--- src/include/fpu_io_consts.svh ---
// Port addresses, size codes, stack depth and exponent biases
// for the FPU operand path

`ifndef FPU_IO_CONSTS_SVH
`define FPU_IO_CONSTS_SVH

// Data words, W0 low through W4 high
`define FPU_PORT_W0   16'hFFF8
`define FPU_PORT_W1   16'hFFFA
`define FPU_PORT_W2   16'hFFFC
`define FPU_PORT_W3   16'hFFFE
`define FPU_PORT_W4   16'hFFF0

// Control/status and command ports
`define FPU_PORT_CTRL 16'hFFF2
`define FPU_PORT_CMD  16'hFFF4

// Transfer size codes
`define FPU_SIZE_I16  3'd0
`define FPU_SIZE_F32  3'd1
`define FPU_SIZE_F64  3'd2
`define FPU_SIZE_F80  3'd3

`define FPU_STACK_DEPTH 8

// Exponent biases
`define FPU_BIAS_F32  127
`define FPU_BIAS_F64  1023
`define FPU_BIAS_F80  16383

`endif

--- src/fpu_io_pkg.sv ---
// Operand union, channel payload structs and stack command type

package fpu_io_pkg;

    // Explicit integer bit in mantissa[63]
    typedef struct packed {
        logic        sign;
        logic [14:0] exponent;
        logic [63:0] mantissa;
    } fpu_ext_fields_t;

    // Same 80 bits seen as port words or as extended fields
    typedef union packed {
        logic [4:0][15:0] words;
        fpu_ext_fields_t  fields;
    } fpu_operand_t;

    typedef enum logic {
        to_fpu = 1'b0,
        to_cpu = 1'b1
    } fpu_dir_t;

    typedef enum logic {
        stack_push = 1'b0,
        stack_pop  = 1'b1
    } fpu_stack_op_t;

    // Port to converter
    typedef struct packed {
        fpu_dir_t     dir;
        logic [2:0]   size;
        fpu_operand_t data;
    } fpu_xfer_req_t;

    // Converter to stack, value in extended form
    typedef struct packed {
        fpu_stack_op_t op;
        fpu_operand_t  value;
    } fpu_stack_cmd_t;

    typedef struct packed {
        fpu_operand_t value;
        logic         error;
    } fpu_stack_rsp_t;

    // Result sits in the low bits of data
    typedef struct packed {
        fpu_operand_t data;
        logic         error;
    } fpu_xfer_rsp_t;

endpackage

--- src/fpu_reg_stack.sv ---
// Eight-entry extended precision register stack
// with overflow and underflow reporting

`timescale 1ns/1ps

`include "fpu_io_consts.svh"

module fpu_reg_stack import fpu_io_pkg::*; (
    input  logic           clk,
    input  logic           reset,

    input  fpu_stack_cmd_t cmd,
    input  logic           cmd_valid,
    output logic           cmd_ready,

    output fpu_stack_rsp_t srsp,
    output logic           srsp_valid,
    input  logic           srsp_ready
);

    localparam int ptr_w = $clog2(`FPU_STACK_DEPTH);

    fpu_operand_t     mem [`FPU_STACK_DEPTH];
    logic [ptr_w:0]   count;
    logic [ptr_w-1:0] top_idx;
    logic             full;
    logic             empty;
    logic             accept;

    assign full    = (count == `FPU_STACK_DEPTH);
    assign empty   = (count == '0);
    assign top_idx = count[ptr_w-1:0] - 1'b1;

    // Hold off new commands until the response is taken
    assign cmd_ready = !srsp_valid;
    assign accept    = cmd_valid && cmd_ready;

    always_ff @(posedge clk) begin
        if (reset) begin
            count      <= '0;
            srsp_valid <= 1'b0;
        end else begin
            if (srsp_valid && srsp_ready) begin
                srsp_valid <= 1'b0;
            end
            if (accept) begin
                srsp_valid <= 1'b1;
                if (cmd.op == stack_push) begin
                    if (!full) begin
                        count <= count + 1'b1;
                    end
                end else if (!empty) begin
                    count <= count - 1'b1;
                end
            end
        end
    end

    // Array and response payload
    always_ff @(posedge clk) begin
        if (accept) begin
            srsp.value <= '0;
            srsp.error <= 1'b0;
            if (cmd.op == stack_push) begin
                if (full) begin
                    srsp.error <= 1'b1;
                end else begin
                    mem[count[ptr_w-1:0]] <= cmd.value;
                end
            end else if (empty) begin
                srsp.error <= 1'b1;
            end else begin
                srsp.value <= mem[top_idx];
            end
        end
    end

    count_bound_a: assert property (@(posedge clk) disable iff (reset)
        count <= `FPU_STACK_DEPTH);

endmodule

--- src/fpu_format_conv.sv ---
// Format converter between port sizes and extended precision
// Forward stage builds stack commands, return stage narrows results

`timescale 1ns/1ps

`include "fpu_io_consts.svh"

module fpu_format_conv import fpu_io_pkg::*; (
    input  logic           clk,
    input  logic           reset,

    input  fpu_xfer_req_t  req,
    input  logic           req_valid,
    output logic           req_ready,

    output fpu_stack_cmd_t cmd,
    output logic           cmd_valid,
    input  logic           cmd_ready,

    input  fpu_stack_rsp_t srsp,
    input  logic           srsp_valid,
    output logic           srsp_ready,

    output fpu_xfer_rsp_t  rsp,
    output logic           rsp_valid,
    input  logic           rsp_ready
);

    logic       pending;
    fpu_dir_t   pend_dir;
    logic [2:0] pend_size;

    // Port size to extended, denormals flush to signed zero
    function automatic fpu_operand_t widen(input logic [2:0] size, input fpu_operand_t src);
        fpu_operand_t res;
        logic [15:0]  ival;
        logic [15:0]  mag;
        logic [31:0]  f32;
        logic [63:0]  f64;
        int           lead;
        res  = '0;
        ival = src.words[0];
        f32  = src.words[1:0];
        f64  = src.words[3:0];
        mag  = ival[15] ? -ival : ival;
        lead = 0;
        // Leading one of the magnitude
        for (int i = 0; i < 16; i++) begin
            if (mag[i]) begin
                lead = i;
            end
        end
        case (size)
            `FPU_SIZE_I16: begin
                if (ival != 16'd0) begin
                    res.fields.sign     = ival[15];
                    res.fields.exponent = 15'(`FPU_BIAS_F80 + lead);
                    res.fields.mantissa = {mag << (15 - lead), 48'd0};
                end
            end
            `FPU_SIZE_F32: begin
                res.fields.sign = f32[31];
                if (f32[30:23] == 8'hFF) begin
                    res.fields.exponent = 15'h7FFF;
                    res.fields.mantissa = {1'b1, f32[22:0], 40'd0};
                end else if (f32[30:23] != 8'd0) begin
                    res.fields.exponent = 15'(f32[30:23]) + 15'(`FPU_BIAS_F80 - `FPU_BIAS_F32);
                    res.fields.mantissa = {1'b1, f32[22:0], 40'd0};
                end
            end
            `FPU_SIZE_F64: begin
                res.fields.sign = f64[63];
                if (f64[62:52] == 11'h7FF) begin
                    res.fields.exponent = 15'h7FFF;
                    res.fields.mantissa = {1'b1, f64[51:0], 11'd0};
                end else if (f64[62:52] != 11'd0) begin
                    res.fields.exponent = 15'(f64[62:52]) + 15'(`FPU_BIAS_F80 - `FPU_BIAS_F64);
                    res.fields.mantissa = {1'b1, f64[51:0], 11'd0};
                end
            end
            default: res = src;
        endcase
        return res;
    endfunction

    // Extended to port size, truncating toward zero and saturating
    function automatic logic [79:0] narrow(input logic [2:0] size, input fpu_operand_t src);
        logic [79:0] res;
        logic        s;
        logic [14:0] e;
        logic [63:0] m;
        logic [15:0] mag;
        int          re;
        res = '0;
        s   = src.fields.sign;
        e   = src.fields.exponent;
        m   = src.fields.mantissa;
        mag = 16'd0;
        case (size)
            `FPU_SIZE_I16: begin
                re = int'(e) - `FPU_BIAS_F80;
                if (e == 15'd0 || re < 0) begin
                    res[15:0] = 16'd0;
                end else if (re >= 15) begin
                    res[15:0] = s ? 16'h8000 : 16'h7FFF;
                end else begin
                    mag       = 16'(m >> (63 - re));
                    res[15:0] = s ? -mag : mag;
                end
            end
            `FPU_SIZE_F32: begin
                re = int'(e) - `FPU_BIAS_F80 + `FPU_BIAS_F32;
                if (e == 15'h7FFF) begin
                    res[31:0] = {s, 8'hFF, m[62:40]};
                end else if (e == 15'd0 || re <= 0) begin
                    res[31:0] = {s, 31'd0};
                end else if (re >= 255) begin
                    res[31:0] = {s, 8'hFF, 23'd0};
                end else begin
                    res[31:0] = {s, re[7:0], m[62:40]};
                end
            end
            `FPU_SIZE_F64: begin
                re = int'(e) - `FPU_BIAS_F80 + `FPU_BIAS_F64;
                if (e == 15'h7FFF) begin
                    res[63:0] = {s, 11'h7FF, m[62:11]};
                end else if (e == 15'd0 || re <= 0) begin
                    res[63:0] = {s, 63'd0};
                end else if (re >= 2047) begin
                    res[63:0] = {s, 11'h7FF, 52'd0};
                end else begin
                    res[63:0] = {s, re[10:0], m[62:11]};
                end
            end
            default: res = src;
        endcase
        return res;
    endfunction

    // One transfer in flight at a time
    assign req_ready  = !cmd_valid && !pending;
    assign srsp_ready = !rsp_valid;

    always_ff @(posedge clk) begin
        if (reset) begin
            pending   <= 1'b0;
            cmd_valid <= 1'b0;
            rsp_valid <= 1'b0;
        end else begin
            if (cmd_valid && cmd_ready) begin
                cmd_valid <= 1'b0;
            end
            if (req_valid && req_ready) begin
                pending   <= 1'b1;
                cmd_valid <= 1'b1;
            end
            if (srsp_valid && srsp_ready) begin
                rsp_valid <= 1'b1;
            end
            if (rsp_valid && rsp_ready) begin
                rsp_valid <= 1'b0;
                pending   <= 1'b0;
            end
        end
    end

    // Forward stage payload
    always_ff @(posedge clk) begin
        if (req_valid && req_ready) begin
            pend_dir  <= req.dir;
            pend_size <= req.size;
            cmd.op    <= (req.dir == to_fpu) ? stack_push : stack_pop;
            cmd.value <= widen(req.size, req.data);
        end
    end

    // Return stage payload, a push returns no data
    always_ff @(posedge clk) begin
        if (srsp_valid && srsp_ready) begin
            rsp.error <= srsp.error;
            if (pend_dir == to_cpu) begin
                rsp.data <= narrow(pend_size, srsp.value);
            end else begin
                rsp.data <= '0;
            end
        end
    end

    // Stack answers only to a request this stage issued
    srsp_pending_a: assert property (@(posedge clk) disable iff (reset)
        srsp_valid |-> pending);

endmodule

--- src/fpu_io_port.sv ---
// CPU I/O port decode, 80-bit data buffer, control/status register
// and the transfer sequencer driving the req channel

`timescale 1ns/1ps

`include "fpu_io_consts.svh"

module fpu_io_port import fpu_io_pkg::*; (
    input  logic          clk,
    input  logic          reset,

    // CPU bus
    input  logic [15:0]   io_addr,
    input  logic [15:0]   io_wdata,
    input  logic          io_access,
    input  logic          io_wr_en,
    output logic [15:0]   io_rdata,
    output logic          io_ack,

    // Request to converter
    output fpu_xfer_req_t req,
    output logic          req_valid,
    input  logic          req_ready,

    // Response from converter
    input  fpu_xfer_rsp_t rsp,
    input  logic          rsp_valid,
    output logic          rsp_ready
);

    typedef enum logic [1:0] {
        st_idle,
        st_wait,
        st_done
    } state_t;

    state_t       state;
    fpu_operand_t buffer;
    logic [2:0]   ctrl_size;
    fpu_dir_t     ctrl_dir;
    logic         busy;
    logic         complete;
    logic         error;
    logic         hit;
    logic         wr_hit;
    logic         start;
    logic [15:0]  status;

    // Only the seven mapped addresses respond
    always_comb begin
        case (io_addr)
            `FPU_PORT_W0, `FPU_PORT_W1, `FPU_PORT_W2, `FPU_PORT_W3,
            `FPU_PORT_W4, `FPU_PORT_CTRL, `FPU_PORT_CMD: hit = 1'b1;
            default: hit = 1'b0;
        endcase
    end

    assign wr_hit = io_access && io_wr_en && hit;

    // Busy and complete follow the sequencer state
    assign busy     = (state == st_wait);
    assign complete = (state == st_done);

    // Commands while busy are acked and dropped
    assign start = wr_hit && (io_addr == `FPU_PORT_CMD) && io_wdata[0] && !busy;

    assign status = {4'b0, error, complete, busy, ctrl_dir, 5'b0, ctrl_size};

    // The port never stalls a response
    assign rsp_ready = 1'b1;

    always_ff @(posedge clk) begin
        if (reset) begin
            io_ack    <= 1'b0;
            buffer    <= '0;
            ctrl_size <= 3'd0;
            ctrl_dir  <= to_fpu;
            error     <= 1'b0;
            req_valid <= 1'b0;
            state     <= st_idle;
        end else begin
            io_ack <= io_access && hit;

            if (wr_hit) begin
                case (io_addr)
                    `FPU_PORT_W0: buffer.words[0] <= io_wdata;
                    `FPU_PORT_W1: buffer.words[1] <= io_wdata;
                    `FPU_PORT_W2: buffer.words[2] <= io_wdata;
                    `FPU_PORT_W3: buffer.words[3] <= io_wdata;
                    `FPU_PORT_W4: buffer.words[4] <= io_wdata;
                    `FPU_PORT_CTRL: begin
                        ctrl_size <= io_wdata[2:0];
                        ctrl_dir  <= fpu_dir_t'(io_wdata[8]);
                    end
                    default: ;
                endcase
            end

            if (req_valid && req_ready) begin
                req_valid <= 1'b0;
            end

            case (state)
                st_idle, st_done: begin
                    if (start) begin
                        req_valid <= 1'b1;
                        error     <= 1'b0;
                        state     <= st_wait;
                    end
                end
                st_wait: begin
                    if (rsp_valid) begin
                        error <= rsp.error;
                        state <= st_done;
                        // A result load wins over a CPU write in the same cycle
                        if (req.dir == to_cpu && !rsp.error) begin
                            buffer <= rsp.data;
                        end
                    end
                end
                default: state <= st_idle;
            endcase
        end
    end

    // Request payload is captured at command start
    always_ff @(posedge clk) begin
        if (start) begin
            req.dir  <= ctrl_dir;
            req.size <= ctrl_size;
            req.data <= buffer;
        end
    end

    // Read data for the ack cycle
    always_ff @(posedge clk) begin
        case (io_addr)
            `FPU_PORT_W0:   io_rdata <= buffer.words[0];
            `FPU_PORT_W1:   io_rdata <= buffer.words[1];
            `FPU_PORT_W2:   io_rdata <= buffer.words[2];
            `FPU_PORT_W3:   io_rdata <= buffer.words[3];
            `FPU_PORT_W4:   io_rdata <= buffer.words[4];
            `FPU_PORT_CTRL: io_rdata <= status;
            default:        io_rdata <= 16'h0000;
        endcase
    end

    // Request held steady until the converter takes it
    req_stable_a: assert property (@(posedge clk) disable iff (reset)
        req_valid && !req_ready |=> req_valid && $stable(req));

endmodule

--- src/fpu_io_top.sv ---
// Operand path top level: port, converter and register stack

`timescale 1ns/1ps

module fpu_io_top import fpu_io_pkg::*; (
    input  logic        clk,
    input  logic        reset,
    input  logic [15:0] io_addr,
    input  logic [15:0] io_wdata,
    input  logic        io_wr_en,
    input  logic        io_access,
    output logic [15:0] io_rdata,
    output logic        io_ack
);

    fpu_xfer_req_t  req;
    logic           req_valid;
    logic           req_ready;
    fpu_stack_cmd_t cmd;
    logic           cmd_valid;
    logic           cmd_ready;
    fpu_stack_rsp_t srsp;
    logic           srsp_valid;
    logic           srsp_ready;
    fpu_xfer_rsp_t  rsp;
    logic           rsp_valid;
    logic           rsp_ready;

    fpu_io_port u_port (
        .clk       (clk),
        .reset     (reset),
        .io_addr   (io_addr),
        .io_wdata  (io_wdata),
        .io_access (io_access),
        .io_wr_en  (io_wr_en),
        .io_rdata  (io_rdata),
        .io_ack    (io_ack),
        .req       (req),
        .req_valid (req_valid),
        .req_ready (req_ready),
        .rsp       (rsp),
        .rsp_valid (rsp_valid),
        .rsp_ready (rsp_ready)
    );

    fpu_format_conv u_conv (
        .clk        (clk),
        .reset      (reset),
        .req        (req),
        .req_valid  (req_valid),
        .req_ready  (req_ready),
        .cmd        (cmd),
        .cmd_valid  (cmd_valid),
        .cmd_ready  (cmd_ready),
        .srsp       (srsp),
        .srsp_valid (srsp_valid),
        .srsp_ready (srsp_ready),
        .rsp        (rsp),
        .rsp_valid  (rsp_valid),
        .rsp_ready  (rsp_ready)
    );

    fpu_reg_stack u_stack (
        .clk        (clk),
        .reset      (reset),
        .cmd        (cmd),
        .cmd_valid  (cmd_valid),
        .cmd_ready  (cmd_ready),
        .srsp       (srsp),
        .srsp_valid (srsp_valid),
        .srsp_ready (srsp_ready)
    );

endmodule

--- config.mk ---
export PLATFORM = sky130hd
export DESIGN_NAME = fpu_io_top
export DESIGN_NICKNAME = d
export VERILOG_FILES = /design/src/fpu_io_pkg.sv /design/src/fpu_reg_stack.sv /design/src/fpu_format_conv.sv /design/src/fpu_io_port.sv /design/src/fpu_io_top.sv
export VERILOG_INCLUDE_DIRS = /design/src /design/src/include
export SDC_FILE = /design/constraint.sdc
export NUM_CORES = 2
export LEC_CHECK = 0
export ABC_CLOCK_PERIOD_IN_PS = 10800
export BUFFER_PORTS_ARGS = -buffer_cell sky130_fd_sc_hd__buf_2
export CAP_MARGIN = 10
export CORE_MARGIN = 2
export CORE_UTILIZATION = 40
export CTS_CLUSTER_SIZE = 24
export DETAILED_ROUTE_END_ITERATION = 6
export PLACE_DENSITY = 0.62
export SETUP_SLACK_MARGIN = 0.2
export SKIP_CTS_REPAIR_TIMING = 1
export SLEW_MARGIN = 20
export SYNTH_ARGS = -nofsm -noshare
export SYNTH_HDL_FRONTEND = slang
export SYNTH_SLANG_ARGS = --single-unit
export TNS_END_PERCENT = 10
--- constraint.sdc ---
create_clock -name clk -period 10.8 [get_ports clk]
set_input_delay 1.08 -clock clk [delete_from_list [all_inputs] [get_ports clk]]
set_output_delay 1.08 -clock clk [all_outputs]
set_load 0.01 [all_outputs]
==> impl_metrics.env <==
export IMPL_outcome="finished with violations"
export IMPL_failed_checks="design-rule violations"
export IMPL_cpPeakStageDelay_ps=740
export IMPL_period_needed_ps=6030
export IMPL_p_int_mw=6.66
export IMPL_die_h_um=357
export IMPL_ys_warnings_count=0
export IMPL_ys_async_sr_fraction=0
export IMPL_timing_fmax_ghz=0.166
export IMPL_core_um2=124000
export IMPL_p_comb_frac=0.003
export IMPL_r2r_cells=20
export IMPL_track_usage=0.258
export IMPL_drtPass1Iterations=7
export IMPL_synthToLayoutAreaGrowth_pct=11.3
export IMPL_power_density_nw_per_um2=150
export IMPL_endpoint_kind="flip-flop"
export IMPL_cpMaxStageDelayCell="ha_1"
export IMPL_seqPwrFrac=0.539
export IMPL_cts_root_buf="clkbuf_16"
export IMPL_p_switching_mw=1.68
export IMPL_required_ps=11260
export IMPL_timing_final_hold_violations=0
export IMPL_setup_violations=0
export IMPL_timing_final_crit_share=0.558
export IMPL_synth_enable_flop_cells=970
export IMPL_synth_ff_type="edfxtp_1"
export IMPL_r2r_end="u_conv.rsp[15]"
export IMPL_vias=33200
export IMPL_crit_path_cell_trace="ha_1 > and4_4 > a21boi_0 > or2_2 > inv_1 > ha_1 > nor2_1 > a31oi_1 > a32oi_1 > xnor2_1 > and4_1 > and4_1 > nand3_1 > ha_1 > inv_1 > a31oi_1 > nand2_1 > nor4b_1 > o41ai_1 > a21oi_1"
export IMPL_clk_path_buf_depth=3
export IMPL_final_cell_area_um2=55400
export IMPL_die_w_um=357
export IMPL_dp_hpwl_um=107000
export IMPL_drive_gt1_frac=0.168
export IMPL_hold_path_class="flip-flop to flip-flop"
export IMPL_clk_insertion_delay_late_ps=740
export IMPL_rows=129
export IMPL_detail_route_wl_per_cell_um=32.0
export IMPL_clk_transition_reported_paths_ps=60
export IMPL_max_cap_viol_count=0
export IMPL_synth_cell_types=110
export IMPL_rsz0062_at_grt="no"
export IMPL_drc_errors=7
export IMPL_fp_dieArea_um2=127000
export IMPL_tightest_slew_ps=1430
export IMPL_grt_remaining_overflow=0
export IMPL_syn_area_per_cell_um2=14.2
export IMPL_postPlaceCellArea_um2=51700
export IMPL_maxSlewHeadroom=0.0379
export IMPL_crit_top_cell="ha_1"
export IMPL_fin_worst_skew_ps=44.3
export IMPL_io_buffer_count=52
export IMPL_final_util=0.448
export IMPL_drtIter0Drc=5143
export IMPL_r2r_start="u_stack.srsp[66]"
export IMPL_h_tree_depth=3
export IMPL_ant_nets=0
export IMPL_ys_seq_area_frac=0.631
export IMPL_cts_made_buffers=110
export IMPL_p_leak_nw=17.6
export IMPL_arrival_ps=6490
export IMPL_whs_path_depth=0
export IMPL_slew_viol_final=0
export IMPL_ios=53
export IMPL_synth_seq_cells=1083
export IMPL_clkSinkCount=1083
export IMPL_grt_max_degree=113
export IMPL_syn_area_um2=49800
export IMPL_sw_frac_of_total=0.201
export IMPL_holdPathEnd="u_conv.rsp[0]"
export IMPL_synth_nets=3563
export IMPL_route_detailed_vias_per_inst=6.37
export IMPL_synth_cells=3507
export IMPL_antenna_found_initial=11
export IMPL_min_delay_start="u_stack.srsp[0]"
export IMPL_r2r_slack_ps=4770
export IMPL_drt_total_wl_um=167000
export IMPL_start_kind="flip-flop"
export IMPL_gp_congestion=1.00
export IMPL_clockPowerShare=0.458
export IMPL_grt_pass1_wl_um=235000
export IMPL_tns_ps=0
export IMPL_start_util=0.403
export IMPL_cts_tree="built"
export IMPL_grt_pass1_vias=31400
export IMPL_path_max_fanout=22
export IMPL_ir_drop_mv=0.146
export IMPL_nets=3534
export IMPL_crit_type="flip-flop to flip-flop"
-- sequential cells by signal (all words and copies together) (netlist names) --
name                flops
u_port.io_rdata        16
u_stack.count           4
u_conv.pend_dir         1
u_port.req_valid        1
u_conv.cmd_valid        1
u_conv.rsp             81
u_port.ctrl_dir         1
u_port.buffer          80
u_port.ctrl_size        3
u_conv.cmd             80
u_conv.pending          1
u_conv.pend_size        3
u_stack.mem           640
u_port.state            2
u_conv.rsp_valid        1
u_stack.srsp_valid      1
u_port.req             84
u_port.error            1
u_port.io_ack           1
u_stack.srsp           81
-- cells in the mapped netlist, drive strengths merged (42+ instances only) --
library cell,n,share of area
and2,42,0.0053
inv,43,0.0032
a211oi,97,0.015
clkbuf,166,0.013
buf,98,0.011
mux2i,204,0.041
nor3,46,0.0049
edfxtp,970,0.59
a21oi,183,0.018
dfxtp,113,0.045
nor2,203,0.015
mux4,206,0.093
nand2,355,0.027
o21ai,81,0.0081
a22o,54,0.0095
nand3,79,0.0084
a22oi,51,0.0077
-- cells by family after synthesis --
kind of cell    share of synthesized area
xor+xnor                           0.0107
buf+inv                            0.0267
compound gates                      0.101
fa+ha+maj                         0.00518
mux                                 0.143
simple gates                       0.0828
flops                               0.631
-- critical path: cells and delay by family (launching register included) --
kind / cells / cell delay [ps]
AOI/OAI and AO/OA: 6 / 970
xor gates and xnor gates: 1 / 160
adders and majority gates: 3 / 1340
buffers and inverters: 2 / 290
DFF: 1 / 600
and+or+nand+nor: 8 / 2410
-- power by group through the flow --
stage	clock network, mW	logic [mW]	registers [mW]
5_1_grt	4.03	0.0242	4.49
3_5_place_dp	0	0.0225	4.58
6_report	3.82	0.0235	4.49
3_3_place_gp	0	0.0224	4.58
2_1_floorplan	0	0.00681	4.58
4_1_cts	3.87	0.0225	4.49
-- worst max-delay path by stage --
stage | from | to | slack (ps) | cells past startpoint
after floorplan | u_stack.count[0] | u_stack.mem[1][0] | 2690 | 7
after global placement | u_stack.srsp[65] | u_conv.rsp[15] | 5000 | 20
after detailed placement | u_stack.srsp[65] | u_conv.rsp[15] | 4860 | 19
after CTS | u_stack.srsp[65] | u_conv.rsp[15] | 4800 | 20
after global routing | u_stack.srsp[65] | u_conv.rsp[15] | 4330 | 20
final | u_stack.srsp[66] | u_conv.rsp[15] | 4770 | 20
-- per-layer routing --
layer | share of wire | GRT usage
met5 | 0.00025 | 0
met4 | 0.052 | 0.122
met3 | 0.11 | 0.0641
met2 | 0.43 | 0.373
met1 | 0.41 | 0.366
-- cell usage in the layout, fill, tap and decap left out, types with 54 or more instances in the layout --
master     Yosys  layout
edfxtp_1     970     970
nand2_1      354     354
mux2i_1      204     204
mux4_2       204     204
nor2_1       201     189
a21oi_1      183     182
clkbuf_16      0     113
dfxtp_1      113     112
a211oi_1      97      97
nand3_1       74      74
o21ai_0       68      67
buf_4         12      66
a22o_1        54      54
-- per-stage QoR --
step                hold WS, ps  worst slack (ps)  power [mW]  instances
finish                      436              4770        8.34       5210
global route                448              4330        8.54       5206
CTS                         438              4800        8.38       5206
detailed placement          410              4860        4.60       5003
global placement            435              5000        4.60       5002
floorplan                   400              2690        4.59       3507
-- area by class of cell --
| class | instances | area, µm² |
|---|---|---|
| inverter | 44 | 168 |
| clock buffer | 135 | 2980 |
| timing repair buffer | 123 | 870 |
| multi-input combinational | 2116 | 17300 |
| sequential | 1083 | 31400 |
| antenna | 4 | 10.0 |
| fill | 11000 | 68200 |
| tap | 1637 | 2050 |
| clock inverter | 68 | 649 |
Note: power is estimated with default switching activity, not from simulation.
